$ cat src/hw/dcache_cfg_pkg.sv
/*
 * data cache configuration
 * fixed geometry constants, load/store size codes and the per-line
 * meta bits kept next to each tag
 */
`default_nettype none

package dcache_cfg_pkg;

  // address and data word widths
  localparam int ADDR_W = 32;
  localparam int WORD_W = 32;

  // two ways only, a single lru bit per set picks the victim
  localparam int NUM_WAYS = 2;

  // access size, loads use all five codes, stores only the signed ones
  typedef enum logic [2:0] {
    SZ_B  = 3'd0,
    SZ_H  = 3'd1,
    SZ_W  = 3'd2,
    SZ_BU = 3'd4,
    SZ_HU = 3'd5
  } size_e;

  // line state stored with the tag
  typedef struct packed {
    logic valid;
    logic dirty;
  } meta_t;

endpackage

`default_nettype wire
$ cat src/hw/dcache_tag_lookup.sv
/*
 * data cache tag lookup
 * tag and meta arrays for both ways, per-set valid flops cleared
 * on reset, hit detection against the held request and the lru
 * bit that names the victim way
 */
`timescale 1ns/1ps
`default_nettype none

module dcache_tag_lookup #(
  parameter int NUM_SETS = 16
) (
  input  logic                                               clk,
  input  logic                                               rst_n,
  input  logic [$clog2(NUM_SETS)-1:0]                        rd_index_i,
  input  logic [dcache_cfg_pkg::ADDR_W-$clog2(NUM_SETS)-3:0] lookup_tag_i,
  input  logic                                               fill_we_i,
  input  logic                                               store_we_i,
  input  logic                                               way_i,
  input  logic [$clog2(NUM_SETS)-1:0]                        wr_index_i,
  input  logic [dcache_cfg_pkg::ADDR_W-$clog2(NUM_SETS)-3:0] fill_tag_i,
  input  logic                                               fill_dirty_i,
  output logic                                               hit_o,
  output logic                                               hit_way_o,
  output logic                                               victim_way_o,
  output logic                                               victim_dirty_o,
  output logic [dcache_cfg_pkg::ADDR_W-$clog2(NUM_SETS)-3:0] victim_tag_o
);

  localparam int NW    = dcache_cfg_pkg::NUM_WAYS;
  localparam int IDX_W = $clog2(NUM_SETS);
  // sized for one-word lines, upper bits stay zero for longer lines
  localparam int TAG_W = dcache_cfg_pkg::ADDR_W - IDX_W - 2;

  typedef struct packed {
    logic [TAG_W-1:0]      tag;
    dcache_cfg_pkg::meta_t meta;
  } entry_t;

  entry_t                       entry_wdata;
  entry_t [NW-1:0]              entry_rd;
  logic [NW-1:0]                entry_we;
  logic [NW-1:0]                way_hit;
  logic [NW-1:0]                valid_rd_q;
  logic [NW-1:0][NUM_SETS-1:0]  valid_q;
  logic [NUM_SETS-1:0]          lru_q;
  logic [IDX_W-1:0]             rd_index_q;

  // store hit only sets dirty, refill brings in a fresh tag
  assign entry_wdata.tag        = fill_tag_i;
  assign entry_wdata.meta.valid = 1'b1;
  assign entry_wdata.meta.dirty = store_we_i | fill_dirty_i;

  for (genvar w = 0; w < NW; w++) begin : g_way
    assign entry_we[w] = (fill_we_i | store_we_i) & (way_i == 1'(w));

    dcache_array #(
      .payload_t (entry_t),
      .DEPTH     (NUM_SETS)
    ) i_tag_array (
      .clk     (clk),
      .rst_n   (rst_n),
      .we_i    (entry_we[w]),
      .waddr_i (wr_index_i),
      .wdata_i (entry_wdata),
      .raddr_i (rd_index_i),
      .rdata_o (entry_rd[w])
    );

    assign way_hit[w] = valid_rd_q[w] & entry_rd[w].meta.valid &
                        (entry_rd[w].tag == lookup_tag_i);
  end

  // ==========================================================================
  // valid flops and lru bits
  // ==========================================================================
  always_ff @(posedge clk or negedge rst_n) begin
    if (!rst_n) begin
      valid_q    <= '0;
      valid_rd_q <= '0;
      rd_index_q <= '0;
      lru_q      <= '0;
    end else begin
      for (int w = 0; w < NW; w++) begin
        if (fill_we_i && entry_we[w]) begin
          valid_q[w][wr_index_i] <= 1'b1;
        end
        valid_rd_q[w] <= valid_q[w][rd_index_i] |
                         (fill_we_i & entry_we[w] & (wr_index_i == rd_index_i));
      end
      rd_index_q <= rd_index_i;
      // point away from the way just used
      if (fill_we_i || store_we_i) begin
        lru_q[wr_index_i] <= ~way_i;
      end else if (hit_o) begin
        lru_q[wr_index_i] <= ~hit_way_o;
      end
    end
  end

  // hit only counts when the read was for the held set
  assign hit_o     = (|way_hit) & (rd_index_q == wr_index_i);
  assign hit_way_o = way_hit[1];

  assign victim_way_o   = lru_q[wr_index_i];
  assign victim_dirty_o = valid_rd_q[victim_way_o] & entry_rd[victim_way_o].meta.dirty;
  assign victim_tag_o   = entry_rd[victim_way_o].tag;

endmodule

`default_nettype wire

$ cat src/hw/dcache_array.sv
/*
 * cache storage array
 * one write port and one registered read port, a write to the
 * address being read shows up on the read side in the same cycle
 */
`timescale 1ns/1ps
`default_nettype none

module dcache_array #(
  parameter type payload_t = logic [31:0],
  parameter int  DEPTH     = 16
) (
  input  logic                     clk,
  input  logic                     rst_n,
  input  logic                     we_i,
  input  logic [$clog2(DEPTH)-1:0] waddr_i,
  input  payload_t                 wdata_i,
  input  logic [$clog2(DEPTH)-1:0] raddr_i,
  output payload_t                 rdata_o
);

  payload_t mem_q [DEPTH];

  always_ff @(posedge clk) begin
    if (we_i) begin
      mem_q[waddr_i] <= wdata_i;
    end
  end

  // write-first read register
  always_ff @(posedge clk or negedge rst_n) begin
    if (!rst_n) begin
      rdata_o <= '0;
    end else if (we_i && waddr_i == raddr_i) begin
      rdata_o <= wdata_i;
    end else begin
      rdata_o <= mem_q[raddr_i];
    end
  end

endmodule

`default_nettype wire

$ cat config.mk
export PLATFORM = sky130hd
export DESIGN_NAME = dcache_tag_lookup
export DESIGN_NICKNAME = d
export VERILOG_FILES = /design/src/hw/dcache_cfg_pkg.sv /design/src/hw/dcache_tag_lookup.sv /design/src/hw/dcache_array.sv
export SDC_FILE = /design/constraint.sdc
export NUM_CORES = 1
export LEC_CHECK = 0
export BUFFER_PORTS_ARGS = -buffer_cell sky130_fd_sc_hd__buf_2
export CORE_AREA = 4 4 374 376
export CTS_BUF_LIST = sky130_fd_sc_hd__clkbuf_16
export DETAILED_ROUTE_END_ITERATION = 7
export DIE_AREA = 0 0 378 380
export MAX_ROUTING_LAYER = met4
export PLACE_DENSITY = 0.49
export SYNTH_ARGS = -nofsm -noshare
export SYNTH_HDL_FRONTEND = slang
export SYNTH_HIERARCHICAL = 1
export SYNTH_SLANG_ARGS = --single-unit
$ cat constraint.sdc
create_clock -name clk -period 2 [get_ports clk]
set_input_delay 0.1 -clock clk [delete_from_list [all_inputs] [get_ports clk]]
set_output_delay 0.1 -clock clk [all_outputs]
set_load 0.01 [all_outputs]
Word-level counts from Yosys, hierarchy flattened
Memories as Yosys holds them, arrays and structs flattened. A register that Yosys moved wholly into a read port is not among the register bits.
Index checks and enable logic that the tools add are counted.
Storage, ports and cells
  bits in registers: 56
  latch bits: 0
  bits in writable memories: 864
  ROM bits: 0
  bits of input ports: 66
  output and inout port bits: 30
  word-level logic and storage cells: 69
  memories kept: 2
Memories
  g_way[0].i_tag_array.mem_q: depth 16, width 27, read ports 1, clocked after memory_dff 1, write ports 1, RTL line dcache_array.sv:22  | payload_t mem_q [DEPTH];
  g_way[1].i_tag_array.mem_q: depth 16, width 27, read ports 1, clocked after memory_dff 1, write ports 1, RTL line dcache_array.sv:22
Cells by class
  add/sub/neg operators: 0
  $mul: 0
  div/mod/pow operators: 0
  order comparisons: 4
  equality and inequality tests: 4
  shifts and indexed selects: 0
  multiplexer cells: 22
  bitwise logic cells: 20
  reduce and logical (&&, ||, !) cells: 10
Operators by type and width (count)
  $mux W28: 4
  $eq A26 B26 Y1: 2
  $bwmux W16: 2
  $mux W16: 2
  $or A16 B16 Y16: 2
  $and A1 B1 Y1: 12
  $bmux W1 S4: 3
  $lt A4 B5 Y1 const B: 2
  $mux W1: 10
  $eq A4 B4 Y1: 2
  $logic_and A1 B1 Y1: 5
  $demux W1 S4: 1
  $ge A4 B1 Y1 const B: 1
  $or A1 B1 Y1: 4
  $logic_not A1 Y1: 2
  $lt A1 B2 Y1 const B: 1
  $not A1 Y1: 2
  $reduce_bool A2 Y1: 1
  $reduce_or A2 Y1: 1
  $logic_or A1 B1 Y1: 1

Longest topological paths before layout
Gate-level depths: netlist of run 1.
  word-level depth: 7
  gate-level depth with buffers: 9
  mapped depth without buffers: 6

By module
Netlist of run 1, hierarchy kept.
Modules (own cells, without submodules)
  dcache_array: times used 2, cells each 772, area each 17947.2 um^2, seq. area each 14153.6 um^2
  dcache_tag_lookup: times used 1, cells each 323, area each 3573.4 um^2, seq. area each 1351.3 um^2

Worst setup path before layout of run 1
Ideal clock, no wire load.
  path type: input-to-reg
  from: input port store_we_i
  to: memory g_way[0].i_tag_array/mem_q[0][0] in the netlist's numbering (enable)
  library setup time: 0.448 ns
  arrival time: 2.902 ns
  data required time: 1.552 ns
  slack: -1.350 ns
  stages: 4
  buffers on the path: 0
  cell sequence: or2_2 > nor2b_1 > or3b_2 > nor3_1
Between the ends
  word-level cells in the longest chain between the ends: 4
Ends and longest elaborated chain
  from (decl): RTL line dcache_tag_lookup.sv:18  | input logic store_we_i,
  $or A1 B1 Y1: RTL line dcache_tag_lookup.sv:55  | assign entry_we[w] = (fill_we_i | store_we_i) & (way_i == 1'(w));
  $and A1 B1 Y1: RTL line dcache_tag_lookup.sv:55
  named net entry_we[0]: RTL line dcache_tag_lookup.sv:42  | logic [NW-1:0] entry_we;
  $mux W1: RTL line dcache_array.sv:25  | if (we_i) begin
  $mux W1 (implied by the code): RTL line dcache_array.sv:26  | mem_q[waddr_i] <= wdata_i;
  to (decl): RTL line dcache_array.sv:22
The timed path passes the listed nets, and every way through them passes these cells.

Final worst setup path of run 1
  from: register lru_q[15]
  to: output port victim_tag_o[11] in the netlist's numbering
Between the ends
  word-level cells in the longest chain between the ends: 4
Ends and longest elaborated chain
  from (decl): RTL line dcache_tag_lookup.sv:46  | logic [NUM_SETS-1:0] lru_q;
  from (signal, indexed assignment): RTL line dcache_tag_lookup.sv:94  | lru_q[wr_index_i] <= ~way_i;
  from (signal, indexed assignment): RTL line dcache_tag_lookup.sv:96  | lru_q[wr_index_i] <= ~hit_way_o;
  $bmux W1 S4: RTL line dcache_tag_lookup.sv:105  | assign victim_way_o = lru_q[wr_index_i];
  $mux W1 (implied by the code): RTL line dcache_tag_lookup.sv:105
  $mux W28 (implied by the code): RTL line dcache_tag_lookup.sv:107  | assign victim_tag_o = entry_rd[victim_way_o].tag;
  $mux W28
  to (decl): RTL line dcache_tag_lookup.sv:27  | output logic [dcache_cfg_pkg::ADDR_W-$clog2(NUM_SETS)-3:0] victim_tag_o
Every way passes these cells. The select of a mux whose other input is x is not followed.

==> qor.yml, run 1 <==
p_clk_share_pct: 40.1
fin_tns_setup_ns: -24.90
crit_buf_inv: 2
numCtsBuffers: 103
path_cells: "mux4_2, mux4_2, buf_12, mux2_2, buf_2"
grt_pass1_wl_mm: 158
start_util_pct: 28.8
critical_path_arrival_ns: 2.77
relSlewSlack_pct: 24.8
drc: 0
fin_crit_sh_pct: 143
worstSetupPathType: "flip-flop to primary output"
syn_inst: 1867
clock_latency_ns: 0.70
power.leakage_nw: 16.5
syn_avg_cell_area_sq_um: 21.1
place_congestion: 0.899
cts_max_level: 3
ir_worst_vdd_v: 0.000659
dpl.hpwl_mm: 68.1
cpPeakStageDelay_ns: 0.55
hp-start: "wr_index_i[0]"
synthArstFlopShare_pct: 10.9
r2r_start: "g_way[1].i_tag_array/rdata_o[19]$_DFF_PN0_"
p_per_area_nw_per_um2: 958
vias_per_cell: 4.91
whs_path_depth: 4
crit_family: "multiplexers"
ys_seq_elements: 1006
comb_power_share_pct: 9.1
grt_usage_pct: 15.7
synthMostInstantiatedCell: "edfxtp_1"
violations: "setup timing"
worstSetupStartpointType: "flip-flop"
ys_top_cells_by_count: "896 x edfxtp_1, 241 x mux4_2, 110 x dfrtp_1"
num_io_pins: 96
use_met2_pct: 21.8
synth_top_cell_by_area: "edfxtp_1"
maxSlewViolCount: 0
swShare_pct: 23.0
rows: 136
grt_max_degree: 35
ys.flop_type: "edfxtp_1"
path_max_fanout: 14
fmaxAchievable_mhz: 349
antenna_found_initial: 10
grtUsageMet3_pct: 4.10
yosysWarnings: 6
synth_edf_count: 896
hold_violations: 0
r2r_slack_ns: -0.09
grt_use_met1_pct: 23.2
hp-class: "input port to flip-flop"
path_common_cell: "mux4_2"
yosys-top-cells-area: "edfxtp_1 68%, mux4_2 14%, dfrtp_1 7.0%"
coreArea_sq_um: 137000
whs_endpoint: "valid_q[31]$_DFFE_PN0P_"
die_h_um: 380
path_clk_slew_ns: 0.06
port_buffers: 95
vias: 20500
status: "complete, but fails checks"
finalNonFillerCells: 4169
netlist_area_sq_um: 39500
clock-root-buffer: "clkbuf_16"
die_x_um: 378
drt_iter0_markers: 1697
grt_pass1_vias: 21400
rsz0062_at_grt: "yes"
reg2reg_depth: 7
drive_gt1_share_pct: 38.6
cts_tree: "built"
synth_seq_area_share_pct: 75.1
synth_top_area_share_pct: 68.2
worstSetupEndpointType: "primary output"
r2r-end: "lru_q[5]$_DFFE_PN0P_"
drt_first_pass_iters: 5
finClkSkew_ns: 0.0340
max-cap-violations: 0
cts_sinks: 1006
p_int_mw: 36.3
final_antenna_net_count: 0
slowest_stage: "mux4_2"
power_mw: 47.1
dpl.cell_count: 3909
fill_cells: 12700
critPathRequiredTime_ns: 1.90
gr-total-overflow: 0
wl_per_cell_um: 26.8
wirelength_mm: 112
tightest_slew_ns: 1.13
setup_violations: 47
p_sw_mw: 10.8
nNetsFinal: 2347
seqPwrFrac_pct: 50.8
die-area_sq_um: 144000
cts_buffer_depth: 3
fin_crit_ns: 2.87
yosysUniqueCellTypes: 36
grt_busiest_layer: "met1"
area_growth_pct: 24.7
finalWorstSetupSlack_ns: -0.866
## layout by cell type, fill, tap and decap left out, types with 7 or more instances in the layout
cell and count:
xor2_1 16, conb_1 34, a21oi_2 12, mux2i_1 13
buf_12 79, mux2_2 75, a21o_1 22, nand2_1 63
buf_4 152, xor2_4 9, edfxtp_1 896, bufinv_16 10
clkbuf_16 108, mux4_2 241, dfrtp_2 9, mux2_4 7
nor3_4 8, xnor2_1 41, clkinv_2 17, buf_6 14
a22oi_1 108, nand4_1 11, dfrtp_1 101, inv_1 26
buf_2 85, clkinv_1 24, dlygate4sd3_1 33, o21bai_1 12
nor2_4 36, nand2b_1 9, nor3_1 7, nor2_1 10
## registers in the layout, summed over array words and instances, names as in the netlist
register                   flops
g_way.i_tag_array/mem_q      896
rd_index_q                     4
valid_q                       32
g_way.i_tag_array/rdata_o     56
lru_q                         16
valid_rd_q                     2
## power groups by stage
stage               clock (mW)  combinational, mW  sequential [mW]
floorplan                    0               1.97             24.2
global route              20.3               4.54             24.0
finish                    18.9               4.29             23.9
global placement             0               3.86             24.3
detailed placement           0               3.93             24.3
CTS                       19.4               4.15             23.9
## metrics by stage
stage	setup WS (ns)	cell area, sq um	utilization [%]	hold slack [ns]
4_1_cts	-0.914	48800	35.7	0.0626
3_3_place_gp	-0.329	44700	32.7	0.0871
5_1_grt	-0.939	49200	36.0	0.106
3_5_place_dp	-0.305	44700	32.7	0.0805
2_1_floorplan	-0.257	39700	-	-0.196
6_report	-0.866	49200	36.0	0.116
## logic make-up (layout without fill, tap and decap cells)
logic type	Yosys count	count (layout)	share of synthesized area [%]
DFF	1006	1006	75.1
and+or+nand+nor	194	196	2.42
xor gates and xnor gates	68	68	1.51
muxes	339	339	16.6
other	1	39	0.00950
AOI/OAI and AO/OA	162	162	2.97
buffers and inverters	97	565	1.39
## tightest hold or removal path: stages
cell and delay (ns):
buf_2 0.18, buf_4 0.19, nand4_1 0.18, o21bai_1 0.09
## routing by layer
metal	share of wire [%]	routed length [um]
met1	47	52900
met5	0	0
met4	1.8	1990
met2	43	48200
met3	7.7	8650
## worst max path at each step
stage | cells past startpoint | endpoint | from | slack, ns
global placement | 7 | lru_q[12]$_DFFE_PN0P_ | g_way[1].i_tag_array/rdata_o[17]$_DFF_PN0_ | -0.33
finish | 5 | victim_tag_o[11] | lru_q[15]$_DFFE_PN0P_ | -0.87
CTS | 5 | victim_tag_o[8] | lru_q[15]$_DFFE_PN0P_ | -0.91
floorplan | 3 | g_way[0].i_tag_array/mem_q[7][0]$_DFFE_PP_ | wr_index_i[1] | -0.26
detailed placement | 7 | lru_q[5]$_DFFE_PN0P_ | g_way[1].i_tag_array/rdata_o[17]$_DFF_PN0_ | -0.30
global route | 5 | victim_tag_o[8] | lru_q[15]$_DFFE_PN0P_ | -0.94
## area by class of cell
cell class	count	area, sq um	share of cell area, %
diodes	5	12.5	0.0254
clock buffers	105	2630	5.34
clock inverters	89	713	1.45
multi-input cells	799	10100	20.6
flip-flops and latches	1006	29700	60.3
well taps	1794	2240	4.56
repair buffers	371	3800	7.72
## repair_timing
action	CTS	global route
hold buffers	35	0
pin swaps	25	29
buffers inserted	14	12
resized for setup	61	52
endpoints found under the hold margin	886	0
gates cloned	2	5
endpoints found under the setup margin	46	62
(Power assumes the default switching activity.)
==> run 2: changes to the inputs <==
--- a/config.mk
+++ b/config.mk
@@ -6,12 +6,12 @@
 export NUM_CORES = 1
 export LEC_CHECK = 0
 export BUFFER_PORTS_ARGS = -buffer_cell sky130_fd_sc_hd__buf_2
-export CORE_AREA = 4 4 374 376
+export CORE_AREA = 4 4 368 370
 export CTS_BUF_LIST = sky130_fd_sc_hd__clkbuf_16
 export DETAILED_ROUTE_END_ITERATION = 7
-export DIE_AREA = 0 0 378 380
+export DIE_AREA = 0 0 372 374
 export MAX_ROUTING_LAYER = met4
-export PLACE_DENSITY = 0.49
+export PLACE_DENSITY = 0.5
 export SYNTH_ARGS = -nofsm -noshare
 export SYNTH_HDL_FRONTEND = slang
 export SYNTH_HIERARCHICAL = 1
==> run 2 against run 1 <==
  * Non-clock buffer count rose by 10
  * The flow still finishes with violations (setup timing)
  * Clock-buffer cell count fell by 3
  * Sequential share of layout area rose by 0.34 points
  * Utilization rose by 0.93 points
==> qor.yml, run 2 (same netlist as run 1, synthesis figures left out) <==
final_antenna_net_count: 0
start_util_pct: 29.8
regMostFlops: "g_way.i_tag_array/mem_q"
crit_family: "multiplexers"
die-area_sq_um: 139000
rows: 134
violations: "setup timing"
antenna_found_initial: 7
slowest_stage: "mux4_2"
swShare_pct: 22.8
grt_pass1_wl_mm: 157
gr-total-overflow: 0
wl_met3_mm: 9.38
rsz0062_at_grt: "yes"
place_congestion: 0.910
coreArea_sq_um: 133000
critPathRequiredTime_ns: 1.90
drt_iter0_markers: 1910
nNetsFinal: 2354
finalWorstSetupSlack_ns: -0.914
power.leakage_nw: 16.5
fin_crit_ns: 2.91
hold_violations: 0
seqPwrFrac_pct: 50.9
clock-root-buffer: "clkbuf_16"
final_cell_mix: "896 x edfxtp_1, 241 x mux4_2, 176 x buf_4"
worstSetupStartpointType: "flip-flop"
maxSlewViolCount: 0
p_int_mw: 36.3
die_x_um: 372
vias_per_cell: 4.93
crit_buf_inv: 2
route.met2.wl_mm: 48.3
wl_per_cell_um: 26.4
area_growth_pct: 24.0
clock_latency_ns: 0.68
p_sw_mw: 10.7
cts_max_level: 3
cts_buffer_depth: 3
p_per_area_nw_per_um2: 960
die_h_um: 374
worstSetupPathType: "flip-flop to primary output"
dpl.hpwl_mm: 68.3
numCtsBuffers: 102
setup_violations: 46
drt_first_pass_iters: 5
port_buffers: 95
path_max_fanout: 15
critical_path_arrival_ns: 2.81
largest_reg_flops: 896
routed.top_layer: "met4"
relSlewSlack_pct: 27.2
wl_met1_mm: 49.8
tightest_slew_ns: 1.09
drive_gt1_share_pct: 37.8
cts_sinks: 1006
grt_max_degree: 40
dpl.cell_count: 3909
cpPeakStageDelay_ns: 0.54
path_clk_slew_ns: 0.06
ir_worst_vdd_v: 0.000599
num_io_pins: 96
p_clk_share_pct: 40.2
finClkSkew_ns: 0.0249
cts_tree: "built"
fmaxAchievable_mhz: 343
hp-class: "input port to flip-flop"
comb_power_share_pct: 8.9
drc: 0
grt_usage_pct: 16.2
mostFrequentLayoutCell: "edfxtp_1"
finalNonFillerCells: 4144
fin_crit_sh_pct: 146
grt_pass1_vias: 21300
path_common_cell: "mux4_2"
status: "complete, but fails checks"
finalHoldWorstSlack_ns: 0.0531
vias: 20400
path_cells: "mux4_2, mux4_2, buf_12, mux2_4, buf_6"
wirelength_mm: 109
reg.largest.list: "g_way.i_tag_array/mem_q x896, g_way.i_tag_array/rdata_o x56, valid_q x32"
worstSetupEndpointType: "primary output"
max-cap-violations: 0
[run 2: worst register-to-register path: cells and delay by family, from the launching register on]
family | cells | cell delay (ns)
compound gates | 2 | 0.31
xor+xnor | 1 | 0.43
buf+inv | 3 | 0.44
flops | 1 | 0.44
mux | 1 | 0.09
simple gates | 2 | 0.31
[run 2: layer usage]
layer  GRT usage [%]  vias up
met5               -        -
met1            22.9    11000
met2            23.0      714
li1                -     8560
met3            5.14      129
met4            3.16        0
[run 2: worst paths after layout]
kind	start	slack, ns	endpoint	cells past startpoint
worst min-delay path	fill_tag_i[23]	0.05	g_way[0].i_tag_array/mem_q[8][25]$_DFFE_PP_	1
worst max register to register	g_way[1].i_tag_array/rdata_o[17]$_DFF_PN0_	-0.12	lru_q[5]$_DFFE_PN0P_	9
min in group asynchronous	rst_n	0.59	g_way[1].i_tag_array/rdata_o[21]$_DFF_PN0_	4
max in group asynchronous	rst_n	1.10	g_way[1].i_tag_array/rdata_o[16]$_DFF_PN0_	4
worst min register to register	valid_q[10]$_DFFE_PN0P_	0.45	valid_q[10]$_DFFE_PN0P_	1
worst max-delay path	lru_q[15]$_DFFE_PN0P_	-0.91	victim_tag_o[6]	5
[run 2: layout make-up]
class	count	area (sq um)
fill	12100	83700
sequential	1006	29700
multi-input combinational	797	10000
timing repair buffer	381	3730
clock buffer	102	2550
tap	1768	2210
clock inverter	87	761
antenna	3	7.51
[run 2: power by group through the flow]
stage	combinational [mW]	sequential (mW)	clock [mW]
2_1_floorplan	1.97	24.2	0
3_3_place_gp	3.94	24.3	0
3_5_place_dp	3.97	24.3	0
4_1_cts	4.15	23.9	19.4
5_1_grt	4.47	23.9	20.3
6_report	4.20	23.9	18.9
[run 2: through the flow]
step	area (sq um)	util (%)	total power, mW	worst slack [ns]	TNS [ns]
floorplan	39700	-	26.1	-0.257	-139.78
global placement	44800	33.8	28.2	-0.322	-16.51
detailed placement	44800	33.8	28.3	-0.304	-14.31
CTS	48800	36.8	47.4	-0.954	-26.73
global route	48900	36.9	48.7	-0.995	-30.57
finish	48900	36.9	47.0	-0.914	-26.41
[run 2: what timing repair did]
item | 4_1_cts | 5_1_grt
hold endpoints to repair | 824 | 0
setup buffers | 6 | 5
setup endpoints to repair | 46 | 46
cloned | 1 | 1
pin swaps | 6 | 7
hold buffers | 32 | 0
resized for setup | 44 | 24
